[config.mk]
export PLATFORM = sky130hd
export DESIGN_NAME = fifo_sync
export DESIGN_NICKNAME = d
export VERILOG_FILES = /design/src/hdl/fifo_ptr_pkg.sv /design/src/hdl/fifo_cfg_pkg.sv /design/src/hdl/fifo_sync.sv /design/src/hdl/fifo_storage.sv /design/src/hdl/fifo_flag_ctrl.sv /design/src/hdl/fifo_ptr_counter.sv
export SDC_FILE = /design/constraint.sdc
export NUM_CORES = 1
export LEC_CHECK = 0
export ABC_AREA = 1
export BUFFER_PORTS_ARGS = -buffer_cell sky130_fd_sc_hd__buf_2
export CORE_ASPECT_RATIO = 0.9
export CORE_MARGIN = 8
export CORE_UTILIZATION = 25
export CTS_CLUSTER_DIAMETER = 200
export DETAILED_ROUTE_END_ITERATION = 16
export GPL_ROUTABILITY_DRIVEN = 1
export PLACE_DENSITY = 0.49
export SYNTH_ARGS = -nofsm -noshare
export SYNTH_HDL_FRONTEND = slang
export SYNTH_SLANG_ARGS = --single-unit
[constraint.sdc]
create_clock -name clk -period 3 [get_ports clk]
set_clock_uncertainty 0.1 [all_clocks]
set_input_delay 0.3 -clock clk [delete_from_list [all_inputs] [get_ports clk]]
set_output_delay 0.3 -clock clk [all_outputs]
set_load 0.005 [all_outputs]
[src/hdl/fifo_ptr_pkg.sv]
/*
 * Pointer geometry for the FIFO.
 * A pointer is an address field with a lap bit above it.
 * Counters, flag logic and storage all size their vectors from here.
 */

package fifo_ptr_pkg;

        // Lap bit index relative to the address width
        // Zero puts it directly above the address bits
        localparam int LAP_OFFSET = 0;

        // Address width for a depth
        // Ceiling of log2, never below one bit
        function automatic int addr_bits(input int depth);
                int width;
                width = (depth > 1) ? $clog2(depth) : 1;
                return width;
        endfunction

        // Full pointer width, address plus lap bit
        function automatic int ptr_bits(input int depth);
                int width;
                width = addr_bits(depth) + LAP_OFFSET + 1;
                return width;
        endfunction

endpackage

[src/hdl/fifo_cfg_pkg.sv]
/*
 * FIFO configuration types and defaults.
 * The output mode enum selects how the read port presents the head entry.
 * The top level takes its parameter defaults from here.
 */

package fifo_cfg_pkg;

        // ----------------------------------------------------------
        // Read-output mode
        // ----------------------------------------------------------

        // OUT_MUX shows the head combinationally
        // OUT_FLOP registers the head, one cycle later
        typedef enum logic {
                OUT_MUX  = 1'b0,
                OUT_FLOP = 1'b1
        } out_mode_e;

        // ----------------------------------------------------------
        // Default sizes and margins
        // ----------------------------------------------------------
        localparam int DEF_DATA_WIDTH = 8;
        localparam int DEF_DEPTH = 6;

        // Free entries left when almost-full rises
        localparam int DEF_ALMOST_WR_MARGIN = 1;
        // Entries held when almost-empty rises
        localparam int DEF_ALMOST_RD_MARGIN = 1;

endpackage
[src/hdl/fifo_sync.sv]
/*
 * Single-clock synchronous FIFO top level.
 * Write with i_write unless full, read with i_read unless empty.
 * Any DEPTH is allowed; OUT_MODE selects mux or registered read data.
 */

`timescale 1ns/1ps

module fifo_sync #(
        parameter int                      DATA_WIDTH = fifo_cfg_pkg::DEF_DATA_WIDTH,
        parameter int                      DEPTH = fifo_cfg_pkg::DEF_DEPTH,
        parameter int                      ALMOST_WR_MARGIN = fifo_cfg_pkg::DEF_ALMOST_WR_MARGIN,
        parameter int                      ALMOST_RD_MARGIN = fifo_cfg_pkg::DEF_ALMOST_RD_MARGIN,
        parameter fifo_cfg_pkg::out_mode_e OUT_MODE = fifo_cfg_pkg::OUT_MUX
) (
        input  logic                  clk,
        input  logic                  rst_n,
        input  logic                  i_write,
        input  logic [DATA_WIDTH-1:0] i_wr_data,
        input  logic                  i_read,
        output logic [DATA_WIDTH-1:0] o_rd_data,
        output logic                  o_wr_full,
        output logic                  o_wr_almost_full,
        output logic                  o_rd_empty,
        output logic                  o_rd_almost_empty
);

        localparam int AW = fifo_ptr_pkg::addr_bits(DEPTH);
        localparam int PW = fifo_ptr_pkg::ptr_bits(DEPTH);

        // Accept strobes, one source each
        logic          wr_accept;
        logic          rd_accept;

        // Current and next pointers, lap bit on top
        logic [PW-1:0] wr_ptr;
        logic [PW-1:0] wr_ptr_next;
        logic [PW-1:0] rd_ptr;
        logic [PW-1:0] rd_ptr_next;

        // ----------------------------------------------------------
        // Pointers
        // ----------------------------------------------------------
        fifo_ptr_counter #(
                .DEPTH (DEPTH)
        ) wr_ptr_i (
                .clk        (clk),
                .rst_n      (rst_n),
                .i_advance  (wr_accept),
                .o_ptr      (wr_ptr),
                .o_ptr_next (wr_ptr_next)
        );

        fifo_ptr_counter #(
                .DEPTH (DEPTH)
        ) rd_ptr_i (
                .clk        (clk),
                .rst_n      (rst_n),
                .i_advance  (rd_accept),
                .o_ptr      (rd_ptr),
                .o_ptr_next (rd_ptr_next)
        );

        // ----------------------------------------------------------
        // Accept gating and flags
        // ----------------------------------------------------------
        fifo_flag_ctrl #(
                .DEPTH            (DEPTH),
                .ALMOST_WR_MARGIN (ALMOST_WR_MARGIN),
                .ALMOST_RD_MARGIN (ALMOST_RD_MARGIN)
        ) flag_ctrl_i (
                .clk               (clk),
                .rst_n             (rst_n),
                .i_write           (i_write),
                .i_read            (i_read),
                .i_wr_ptr_next     (wr_ptr_next),
                .i_rd_ptr_next     (rd_ptr_next),
                .o_wr_accept       (wr_accept),
                .o_rd_accept       (rd_accept),
                .o_wr_full         (o_wr_full),
                .o_wr_almost_full  (o_wr_almost_full),
                .o_rd_empty        (o_rd_empty),
                .o_rd_almost_empty (o_rd_almost_empty)
        );

        // ----------------------------------------------------------
        // Entry storage
        // ----------------------------------------------------------

        // Addresses are the pointers without the lap bit
        fifo_storage #(
                .DATA_WIDTH (DATA_WIDTH),
                .DEPTH      (DEPTH),
                .OUT_MODE   (OUT_MODE)
        ) storage_i (
                .clk       (clk),
                .rst_n     (rst_n),
                .i_wr_en   (wr_accept),
                .i_wr_addr (wr_ptr[AW-1:0]),
                .i_rd_addr (rd_ptr[AW-1:0]),
                .i_wr_data (i_wr_data),
                .o_rd_data (o_rd_data)
        );

endmodule

[src/hdl/fifo_storage.sv]
/*
 * Entry memory of the synchronous FIFO.
 * One write port and one read port addressed by the pointer address fields.
 * OUT_MODE picks a combinational head or a registered head.
 */

`timescale 1ns/1ps

module fifo_storage #(
        parameter int                    DATA_WIDTH = 8,
        parameter int                    DEPTH = 6,
        parameter fifo_cfg_pkg::out_mode_e OUT_MODE = fifo_cfg_pkg::OUT_MUX
) (
        input  logic                                      clk,
        input  logic                                      rst_n,
        input  logic                                      i_wr_en,
        input  logic [fifo_ptr_pkg::addr_bits(DEPTH)-1:0] i_wr_addr,
        input  logic [fifo_ptr_pkg::addr_bits(DEPTH)-1:0] i_rd_addr,
        input  logic [DATA_WIDTH-1:0]                     i_wr_data,
        output logic [DATA_WIDTH-1:0]                     o_rd_data
);

        // One entry per slot, no reset on the array
        logic [DATA_WIDTH-1:0] mem [DEPTH];

        // ----------------------------------------------------------
        // Write port
        // ----------------------------------------------------------

        // Lands one cycle after the accept
        always_ff @(posedge clk) begin
                if (i_wr_en) begin
                        mem[i_wr_addr] <= i_wr_data;
                end
        end

        // ----------------------------------------------------------
        // Read port
        // ----------------------------------------------------------
        if (OUT_MODE == fifo_cfg_pkg::OUT_FLOP) begin : gen_flop
                logic [DATA_WIDTH-1:0] rd_data_q;

                // Head sampled every edge, one cycle behind the mux view
                always_ff @(posedge clk) begin
                        if (!rst_n) begin
                                rd_data_q <= '0;
                        end else begin
                                rd_data_q <= mem[i_rd_addr];
                        end
                end

                assign o_rd_data = rd_data_q;
        end else begin : gen_mux
                // Head entry straight off the array
                assign o_rd_data = mem[i_rd_addr];
        end

endmodule

[src/hdl/fifo_flag_ctrl.sv]
/*
 * Accept gating and status flags for the synchronous FIFO.
 * Requests are qualified by the registered full and empty flags.
 * Occupancy comes from the next pointers, so flags track the latest edge.
 */

`timescale 1ns/1ps

module fifo_flag_ctrl #(
        parameter int DEPTH = 6,
        parameter int ALMOST_WR_MARGIN = 1,
        parameter int ALMOST_RD_MARGIN = 1
) (
        input  logic                                     clk,
        input  logic                                     rst_n,
        input  logic                                     i_write,
        input  logic                                     i_read,
        input  logic [fifo_ptr_pkg::ptr_bits(DEPTH)-1:0] i_wr_ptr_next,
        input  logic [fifo_ptr_pkg::ptr_bits(DEPTH)-1:0] i_rd_ptr_next,
        output logic                                     o_wr_accept,
        output logic                                     o_rd_accept,
        output logic                                     o_wr_full,
        output logic                                     o_wr_almost_full,
        output logic                                     o_rd_empty,
        output logic                                     o_rd_almost_empty
);

        localparam int AW = fifo_ptr_pkg::addr_bits(DEPTH);
        localparam int PW = fifo_ptr_pkg::ptr_bits(DEPTH);
        localparam int LAP = AW + fifo_ptr_pkg::LAP_OFFSET;
        localparam logic [PW-1:0] DEPTH_P = PW'(DEPTH);

        // Almost-full already holds at zero occupancy for tiny depths
        localparam logic AFULL_RST = (DEPTH <= ALMOST_WR_MARGIN);

        logic [PW-1:0] occ_next;
        logic [PW-1:0] free_next;
        logic          full_q;
        logic          almost_full_q;
        logic          empty_q;
        logic          almost_empty_q;

        // ----------------------------------------------------------
        // Accept strobes
        // ----------------------------------------------------------

        // Blocked requests are simply dropped
        assign o_wr_accept = i_write & ~full_q;
        assign o_rd_accept = i_read & ~empty_q;

        // ----------------------------------------------------------
        // Occupancy from next pointers
        // ----------------------------------------------------------

        // Same lap means plain difference
        // Different lap means the writer has wrapped once more
        always_comb begin
                occ_next = {1'b0, i_wr_ptr_next[AW-1:0]} - {1'b0, i_rd_ptr_next[AW-1:0]};
                if (i_wr_ptr_next[LAP] != i_rd_ptr_next[LAP]) begin
                        occ_next = occ_next + DEPTH_P;
                end
        end

        assign free_next = DEPTH_P - occ_next;

        // ----------------------------------------------------------
        // Registered flags
        // ----------------------------------------------------------

        // Empty comes straight from matching pointers
        // Full and the almost flags use the occupancy
        always_ff @(posedge clk) begin
                if (!rst_n) begin
                        full_q         <= 1'b0;
                        almost_full_q  <= AFULL_RST;
                        empty_q        <= 1'b1;
                        almost_empty_q <= 1'b1;
                end else begin
                        full_q         <= (occ_next == DEPTH_P);
                        almost_full_q  <= (free_next <= ALMOST_WR_MARGIN);
                        empty_q        <= (i_wr_ptr_next == i_rd_ptr_next);
                        almost_empty_q <= (occ_next <= ALMOST_RD_MARGIN);
                end
        end

        assign o_wr_full         = full_q;
        assign o_wr_almost_full  = almost_full_q;
        assign o_rd_empty        = empty_q;
        assign o_rd_almost_empty = almost_empty_q;

        // Pointers from both counters never imply an impossible fill
        a_occ_bound: assert property (@(posedge clk) disable iff (!rst_n)
                occ_next <= DEPTH_P);

        // Lap-corrected fill of DEPTH never meets matching pointers
        a_full_empty_excl: assert property (@(posedge clk) disable iff (!rst_n)
                !(full_q && empty_q));

endmodule

[src/hdl/fifo_ptr_counter.sv]
/*
 * Wrapping FIFO pointer with a lap bit.
 * The address runs 0 to DEPTH-1 and the lap bit flips on each wrap,
 * so any depth works. Used for both the read and the write pointer.
 */

`timescale 1ns/1ps

module fifo_ptr_counter #(
        parameter int DEPTH = 6
) (
        input  logic                                     clk,
        input  logic                                     rst_n,
        input  logic                                     i_advance,
        output logic [fifo_ptr_pkg::ptr_bits(DEPTH)-1:0] o_ptr,
        output logic [fifo_ptr_pkg::ptr_bits(DEPTH)-1:0] o_ptr_next
);

        localparam int AW = fifo_ptr_pkg::addr_bits(DEPTH);
        localparam int PW = fifo_ptr_pkg::ptr_bits(DEPTH);
        localparam int LAP = AW + fifo_ptr_pkg::LAP_OFFSET;
        localparam logic [AW-1:0] LAST_ADDR = AW'(DEPTH - 1);

        logic [PW-1:0] ptr_q;
        logic [PW-1:0] ptr_next;

        // Next value, the register takes it on the coming edge
        always_comb begin
                ptr_next = ptr_q;
                if (i_advance) begin
                        if (ptr_q[AW-1:0] == LAST_ADDR) begin
                                // Wrap to zero and start a new lap
                                ptr_next[AW-1:0] = '0;
                                ptr_next[LAP]    = ~ptr_q[LAP];
                        end else begin
                                ptr_next[AW-1:0] = ptr_q[AW-1:0] + 1'b1;
                        end
                end
        end

        always_ff @(posedge clk) begin
                if (!rst_n) begin
                        ptr_q <= '0;
                end else begin
                        ptr_q <= ptr_next;
                end
        end

        assign o_ptr      = ptr_q;
        assign o_ptr_next = ptr_next;

        // Address stays inside the entry range across every wrap
        a_addr_in_range: assert property (@(posedge clk) disable iff (!rst_n)
                ptr_q[AW-1:0] < DEPTH);

endmodule

==> results by group, run 1 <==
Placed design
  • HPWL after DPL: 3940 um
  • Placer Congestion: 0.766
  • Setup WS pre-CTS: 431 ps
  • Placed cells: 407
  • PortBufs: 23

Timing
  • Final setup viols: 0
  • Final min period: 2580 ps
  • Fin worst setup slack: 415 ps
  • Fmax: 387 MHz
  • RSZ-0062 raised after global routing: no
  • Post-route setup TNS: 0 ps
  • Final Hold Vio Count: 0
  • Relative slew slack: 0.452
  • Max-slew violations: 0
  • Fin crit share: 0.862
  • Least-Margin Pin Slew: roughly 820 ps

Worst hold path
  • Worst min-delay path class: in2reg
  • Worst hold start: rst_n
  • Hold Path Stages: 2

Logic synthesis
  • Top cells by count, synth: nand2_1, edfxtp_1, nor2_1
  • Post-synth EDFFs: 48
  • Share of the synthesized area in the top cell type: 0.532
  • Syn_nets: 270
  • #FFs+latches synth: 60
  • Cell accounting for the most synthesized area: edfxtp_1
  • Library cells used by synthesis: 26
  • Ys async rst share: 0
  • Synth area leaders: edfxtp_1, dfxtp_1, nand2_1, nor2_1, inv_1
  • Top FF cell, synth: edfxtp_1
  • Syn Area/Cell: 10.7 um2
  • Synth Cell Area: about 2700 um2
  • Mapped Cells: 253
  • Most common cell in the synthesized netlist: nand2_1
  • Synth warn: 0
  • Seq/Total Area, Yosys: 0.620

Die
  • Placeable Area: ~11000 um2
  • Die height: 115 um
  • Initial core utilization: 0.254
  • Die X-Extent: around 130 um
  • Row count: 36
  • Die footprint: between 10000 and 15000 um2
  • I/O Pins: 24

GRT
  • GRT Util Overall: 0.0871
  • Largest net degree at the start of global routing: 26
  • Vias in the first global route: 1846
  • First-pass GRT wire length: 9620 um
  • Initial antenna violation count: 0
  • Overflow after GRT: 0

Power
  • Maximum VDD drop: 0.250 mV
  • Switch share: 0.253
  • Combinational power share: 0.167
  • Switching power total: 0.616 mW
  • Seq pwr share: 0.394
  • Clock network fraction of total power: 0.439
  • Leak pwr: 1.31 nW
  • Power per cell area: ~730 nW/um2
  • Int Pwr: roughly 1.8 mW

Routing
  • DRC errors left: 0
  • 1st-iter DRT viols: 99
  • Pre-antenna DRT Iters: 5
  • Final ANT Viol Nets: 0
  • WL/cell: 14.0 um
  • Vias: 1851
  • Via density: 4.39
  • Drt total wl: between 5000 and 6000 um

Critical path
  • Worst Setup Start Kind: flip-flop
  • Worst setup path start: flag_ctrl_i.o_wr_full
  • Worst reg2reg path depth: 17
  • Reg-to-Reg Start: flag_ctrl_i.o_wr_full
  • Worst Setup Path Type: reg2reg
  • Endpoint type of the worst setup path: flip-flop
  • Reg2reg setup slack: between 400 and 500 ps
  • CP arrival: 2700 ps
  • Worst path required time: ~3100 ps
  • CP max FO: 5

Layout
  • Antenna fix cells: 0
  • Fraction of layout cells with a size suffix above 1: 0.242
  • Final Non-Filler Cells: 422
  • Nets: 302
  • Area Growth Syn to Fin: 22.1%

Clock network
  • Clk_lat worst skew: ~320 ps
  • H-tree Lvls: 3
  • Clock-pin slew on the worst setup and hold paths: 50 ps
  • TritonCTS Buffers: 9
  • CTS Sinks: 60
  • Post-CTS Setup Bufs: 0
  • Hold buffer count at CTS: 0
  • Number of cells upsized or downsized after cts: 0
  • CTS tree: built
  • Cell chosen for the clock root: clkbuf_16
  • Clock tree buffer depth: 2

Job
  • Max Cap Viol: 0

Run status
  • Status: finished clean
power by group through the flow:
stage	Combinational, mW	Sequential, mW	Clock, mW
2_1_floorplan	0.287	0.971	0
3_3_place_gp	0.409	0.973	0
3_5_place_dp	0.410	0.975	0
4_1_cts	0.412	0.958	1.10
5_1_grt	0.461	0.961	1.12
6_report	0.406	0.957	1.07
final timing paths:
path | endpoint
worst max-delay path | flag_ctrl_i.o_wr_almost_full
worst min-delay path | flag_ctrl_i.o_rd_empty
worst max register to register | flag_ctrl_i.o_wr_almost_full
worst min register to register | wr_ptr_i.o_ptr[2]
critical path, cell delays in order, from the launching register on:
cell	delay, ps
dfxtp_1	310
inv_1	90
nand2_2	110
nor2_1	120
inv_1	90
nor2_1	140
inv_1	60
nand2_1	80
inv_1	80
fa_1	430
xor2_1	230
ha_1	210
xor2_1	160
nand2_2	80
nand2_2	70
nor2_2	40
nand2_1	50
inv_1	40
cell usage in the layout (no fill, tap or decap), types with 3 or more instances in the layout:
cell type,n
nand2_1,50
edfxtp_1,48
nor2_1,26
inv_1,23
buf_2,23
o21ai_0,12
dfxtp_1,12
a21oi_1,10
nand2_2,9
clkbuf_16,9
a32o_1,8
o22ai_1,8
nand3_1,8
buf_4,7
nand3_2,6
ha_1,4
nor2_2,3
nand4_1,3
nand2_4,3
registers in the layout, indices dropped and copies added, names as in the netlist:
| name | flops |
|---|---|
| flag_ctrl_i.o_wr_full | 1 |
| storage_i.mem | 48 |
| flag_ctrl_i.o_rd_almost_empty | 1 |
| wr_ptr_i.o_ptr | 4 |
| flag_ctrl_i.o_rd_empty | 1 |
| rd_ptr_i.o_ptr | 4 |
| flag_ctrl_i.o_wr_almost_full | 1 |
layer usage:
| metal | GRT usage | vias to the layer above | wire (um) |
|---|---|---|---|
| li1 | - | 939 | - |
| met5 | 0 | - | 0 |
| met3 | 0.0227 | 7 | 204 |
| met4 | 0.0480 | 0 | 111 |
| met1 | 0.116 | 875 | 3120 |
| met2 | 0.127 | 30 | 2470 |
metrics by stage:
stage	area, um2	power [mW]	hold WS, ps	util
5_1_grt	3310	2.54	138	0.310
6_report	3310	2.43	115	0.310
3_5_place_dp	3000	1.38	446	0.281
3_3_place_gp	3000	1.38	446	0.281
4_1_cts	3310	2.46	108	0.310
2_1_floorplan	2710	1.26	276	-
cell type report:
| cell class | instances | area (um2) |
|---|---|---|
| Fill cell | 1069 | 7370 |
| Sequential cell | 60 | 1680 |
| Multi-Input combinational cell | 159 | 891 |
| Clock buffer | 10 | 229 |
| Timing Repair Buffer | 30 | 168 |
| Tap cell | 133 | 166 |
| Inverter | 25 | 96.3 |
| Clock inverter | 5 | 77.6 |
cell families (layout without fill, tap and decap cells):
kind of cell / after synthesis / count (layout) / share of synthesized area
buf+inv: 34 / 70 / 0.0508
compound gates: 40 / 40 / 0.0923
flops: 60 / 60 / 0.620
simple gates: 112 / 112 / 0.204
xor+xnor: 2 / 2 / 0.00646
fa+ha+maj: 5 / 5 / 0.0259
No activity file was read; power rests on OpenSTA's default activity.
==> run 2, diff against run 1 <==
Settings changed: PLACE_DENSITY 0.49 to unset.
Clock period 3 ns to 2.1 ns, I/O delays scaled along.
==> run 2 against run 1 <==
- critical path depth fell by 2
- largest power group unchanged
- highest routed layer unchanged
- cell area grew 11%
- cell count rose by 6.6%
- the flow now finishes with violations (setup timing)
==> results by group, run 2 (synthesized netlist as in run 1, its figures left out) <==
Run status
  • Status: finished with violations
  • Failing checks: setup timing

Routing
  • Drt total wl: 6060 um
  • WL/cell: 13.5 um
  • Pre-antenna DRT Iters: 4
  • Vias: 1963
  • DRC errors left: 0
  • Final ANT Viol Nets: 0
  • Via density: 4.36
  • 1st-iter DRT viols: 103

Timing
  • Final min period: 2250 ps
  • Fmax: 444 MHz
  • RSZ-0062 raised after global routing: yes
  • Relative slew slack: 0.804
  • Post-route setup TNS: -365 ps
  • Final Hold Vio Count: 0
  • Least-Margin Pin Slew: 292 ps
  • Final setup viols: 3
  • Max-slew violations: 0
  • Fin crit share: 1.07
  • Fin worst setup slack: -150 ps

Layout
  • Area Growth Syn to Fin: 35.8%
  • Number of flip-flops in the largest register: 48
  • Finished Cell Area: 3680 um2
  • Largest Register: storage_i.mem
  • Nets: 329
  • Antenna fix cells: 0
  • Most common cell after layout, fill and taps aside: edfxtp_1
  • Fin util: 0.345
  • Most frequent cells in the layout: edfxtp_1, nand2_1, buf_4, buf_2, nor2_1
  • Fraction of layout cells with a size suffix above 1: 0.401
  • Fillers: 1048
  • Final Non-Filler Cells: 450

Clock network
  • Clock-pin slew on the worst setup and hold paths: 50 ps
  • CTS Sinks: 60
  • Cell chosen for the clock root: clkbuf_16
  • TritonCTS Buffers: 9
  • Hold buffer count at CTS: 0
  • H-tree Lvls: 3
  • Clk_lat worst skew: 320 ps
  • CTS tree: built
  • Clock tree buffer depth: 2

Worst hold path
  • Hold Path Stages: 2
  • Worst Hold End: flag_ctrl_i.o_rd_almost_empty
  • Worst min-delay path class: in2reg
  • Worst hold start: rst_n

Power
  • Maximum VDD drop: 0.317 mV
  • Leak pwr: 1.46 nW
  • Power per cell area: 1000 nW/um2

Placed design
  • Area post-placement: roughly 3200 um2
  • PortBufs: 23
  • Placer Congestion: 0.813
  • Setup WS pre-CTS: -254 ps
  • HPWL after DPL: 4070 um
  • Placed cells: 432

Critical path
  • Worst path required time: 2220 ps
  • Reg-to-Reg Start: rd_ptr_i.o_ptr[0]
  • CP arrival: 2370 ps
  • Worst Setup Path Type: reg2reg
  • CP max FO: 3
  • Worst reg2reg path depth: 15
  • Worst R2R End: flag_ctrl_i.o_wr_almost_full
  • Endpoint type of the worst setup path: flip-flop
  • Worst Setup Start Kind: flip-flop
  • Reg2reg setup slack: -150 ps

GRT
  • Initial antenna violation count: 0
  • Largest net degree at the start of global routing: 27
  • Vias in the first global route: about 2000
  • Overflow after GRT: 0
  • First-pass GRT wire length: slightly below 10000 um
  • GRT Util Overall: 0.0900

Die
  • Die height: 115 um
  • Die footprint: 14400 um2
  • Row count: 36
  • Placeable Area: 10700 um2
  • Initial core utilization: 0.254
  • Die X-Extent: 126 um
  • I/O Pins: 24

Job
  • Max Cap Viol: 0
## run 2: power breakdown
part	leakage (nW)	internal, mW	switching, mW	total, mW
Sequential	0.536	1.35	0.0237	1.37
Combinational	0.778	0.352	0.439	0.790
Clock	0.149	1.04	0.500	1.54
## run 2: repair_timing
item,in CTS,in global routing
pin swaps,18,13
endpoints found under the hold margin,0,0
endpoints found under the setup margin,4,4
buffers inserted,2,1
resized for setup,14,14
## run 2: final cells by class
cell class	count	area, um2	share of cell area
Clock buffer	10	229	0.0622
Clock inverter	6	88.8	0.0241
Inverter	25	101	0.0275
Tap cell	133	166	0.0452
Multi-Input combinational cell	159	1030	0.280
Sequential cell	60	1690	0.458
Timing Repair Buffer	57	378	0.103
## run 2: worst max-delay path by stage
stage | from | to
after floorplan | flag_ctrl_i.o_wr_full | flag_ctrl_i.o_wr_almost_full
after global placement | flag_ctrl_i.o_rd_empty | flag_ctrl_i.o_wr_almost_full
after detailed placement | flag_ctrl_i.o_rd_empty | flag_ctrl_i.o_wr_almost_full
after CTS | flag_ctrl_i.o_rd_empty | flag_ctrl_i.o_wr_almost_full
after global routing | flag_ctrl_i.o_wr_full | flag_ctrl_i.o_wr_almost_full
final | rd_ptr_i.o_ptr[0] | flag_ctrl_i.o_wr_almost_full
## run 2: worst max-delay path, stage by stage, from the launching register on
cell	delay, ps
dfxtp_2	380
inv_6	50
nor2_4	100
inv_1	50
nand2_2	70
inv_2	50
ha_4	160
fa_2	400
xor2_4	210
ha_4	160
xor2_2	150
nand2_2	80
nand2_2	90
nor2_2	30
nand2_1	40
inv_1	30
## run 2: metrics by stage
step / hold slack (ps) / total power [mW]
final: 23.4 / 3.70
after detailed placement: 355 / 2.08
after global routing: 20.5 / 3.88
after CTS: 14.0 / 3.67
after global placement: 353 / 2.06
after floorplan: 186 / 1.84
## run 2: layer usage
metal / global-route usage / share of wire / vias up
li1: - / - / 995
met1: 0.108 / 0.46 / 928
met2: 0.148 / 0.49 / 36
met3: 0.0287 / 0.035 / 4
met4: 0.0360 / 0.011 / 0
met5: 0 / 0 / -
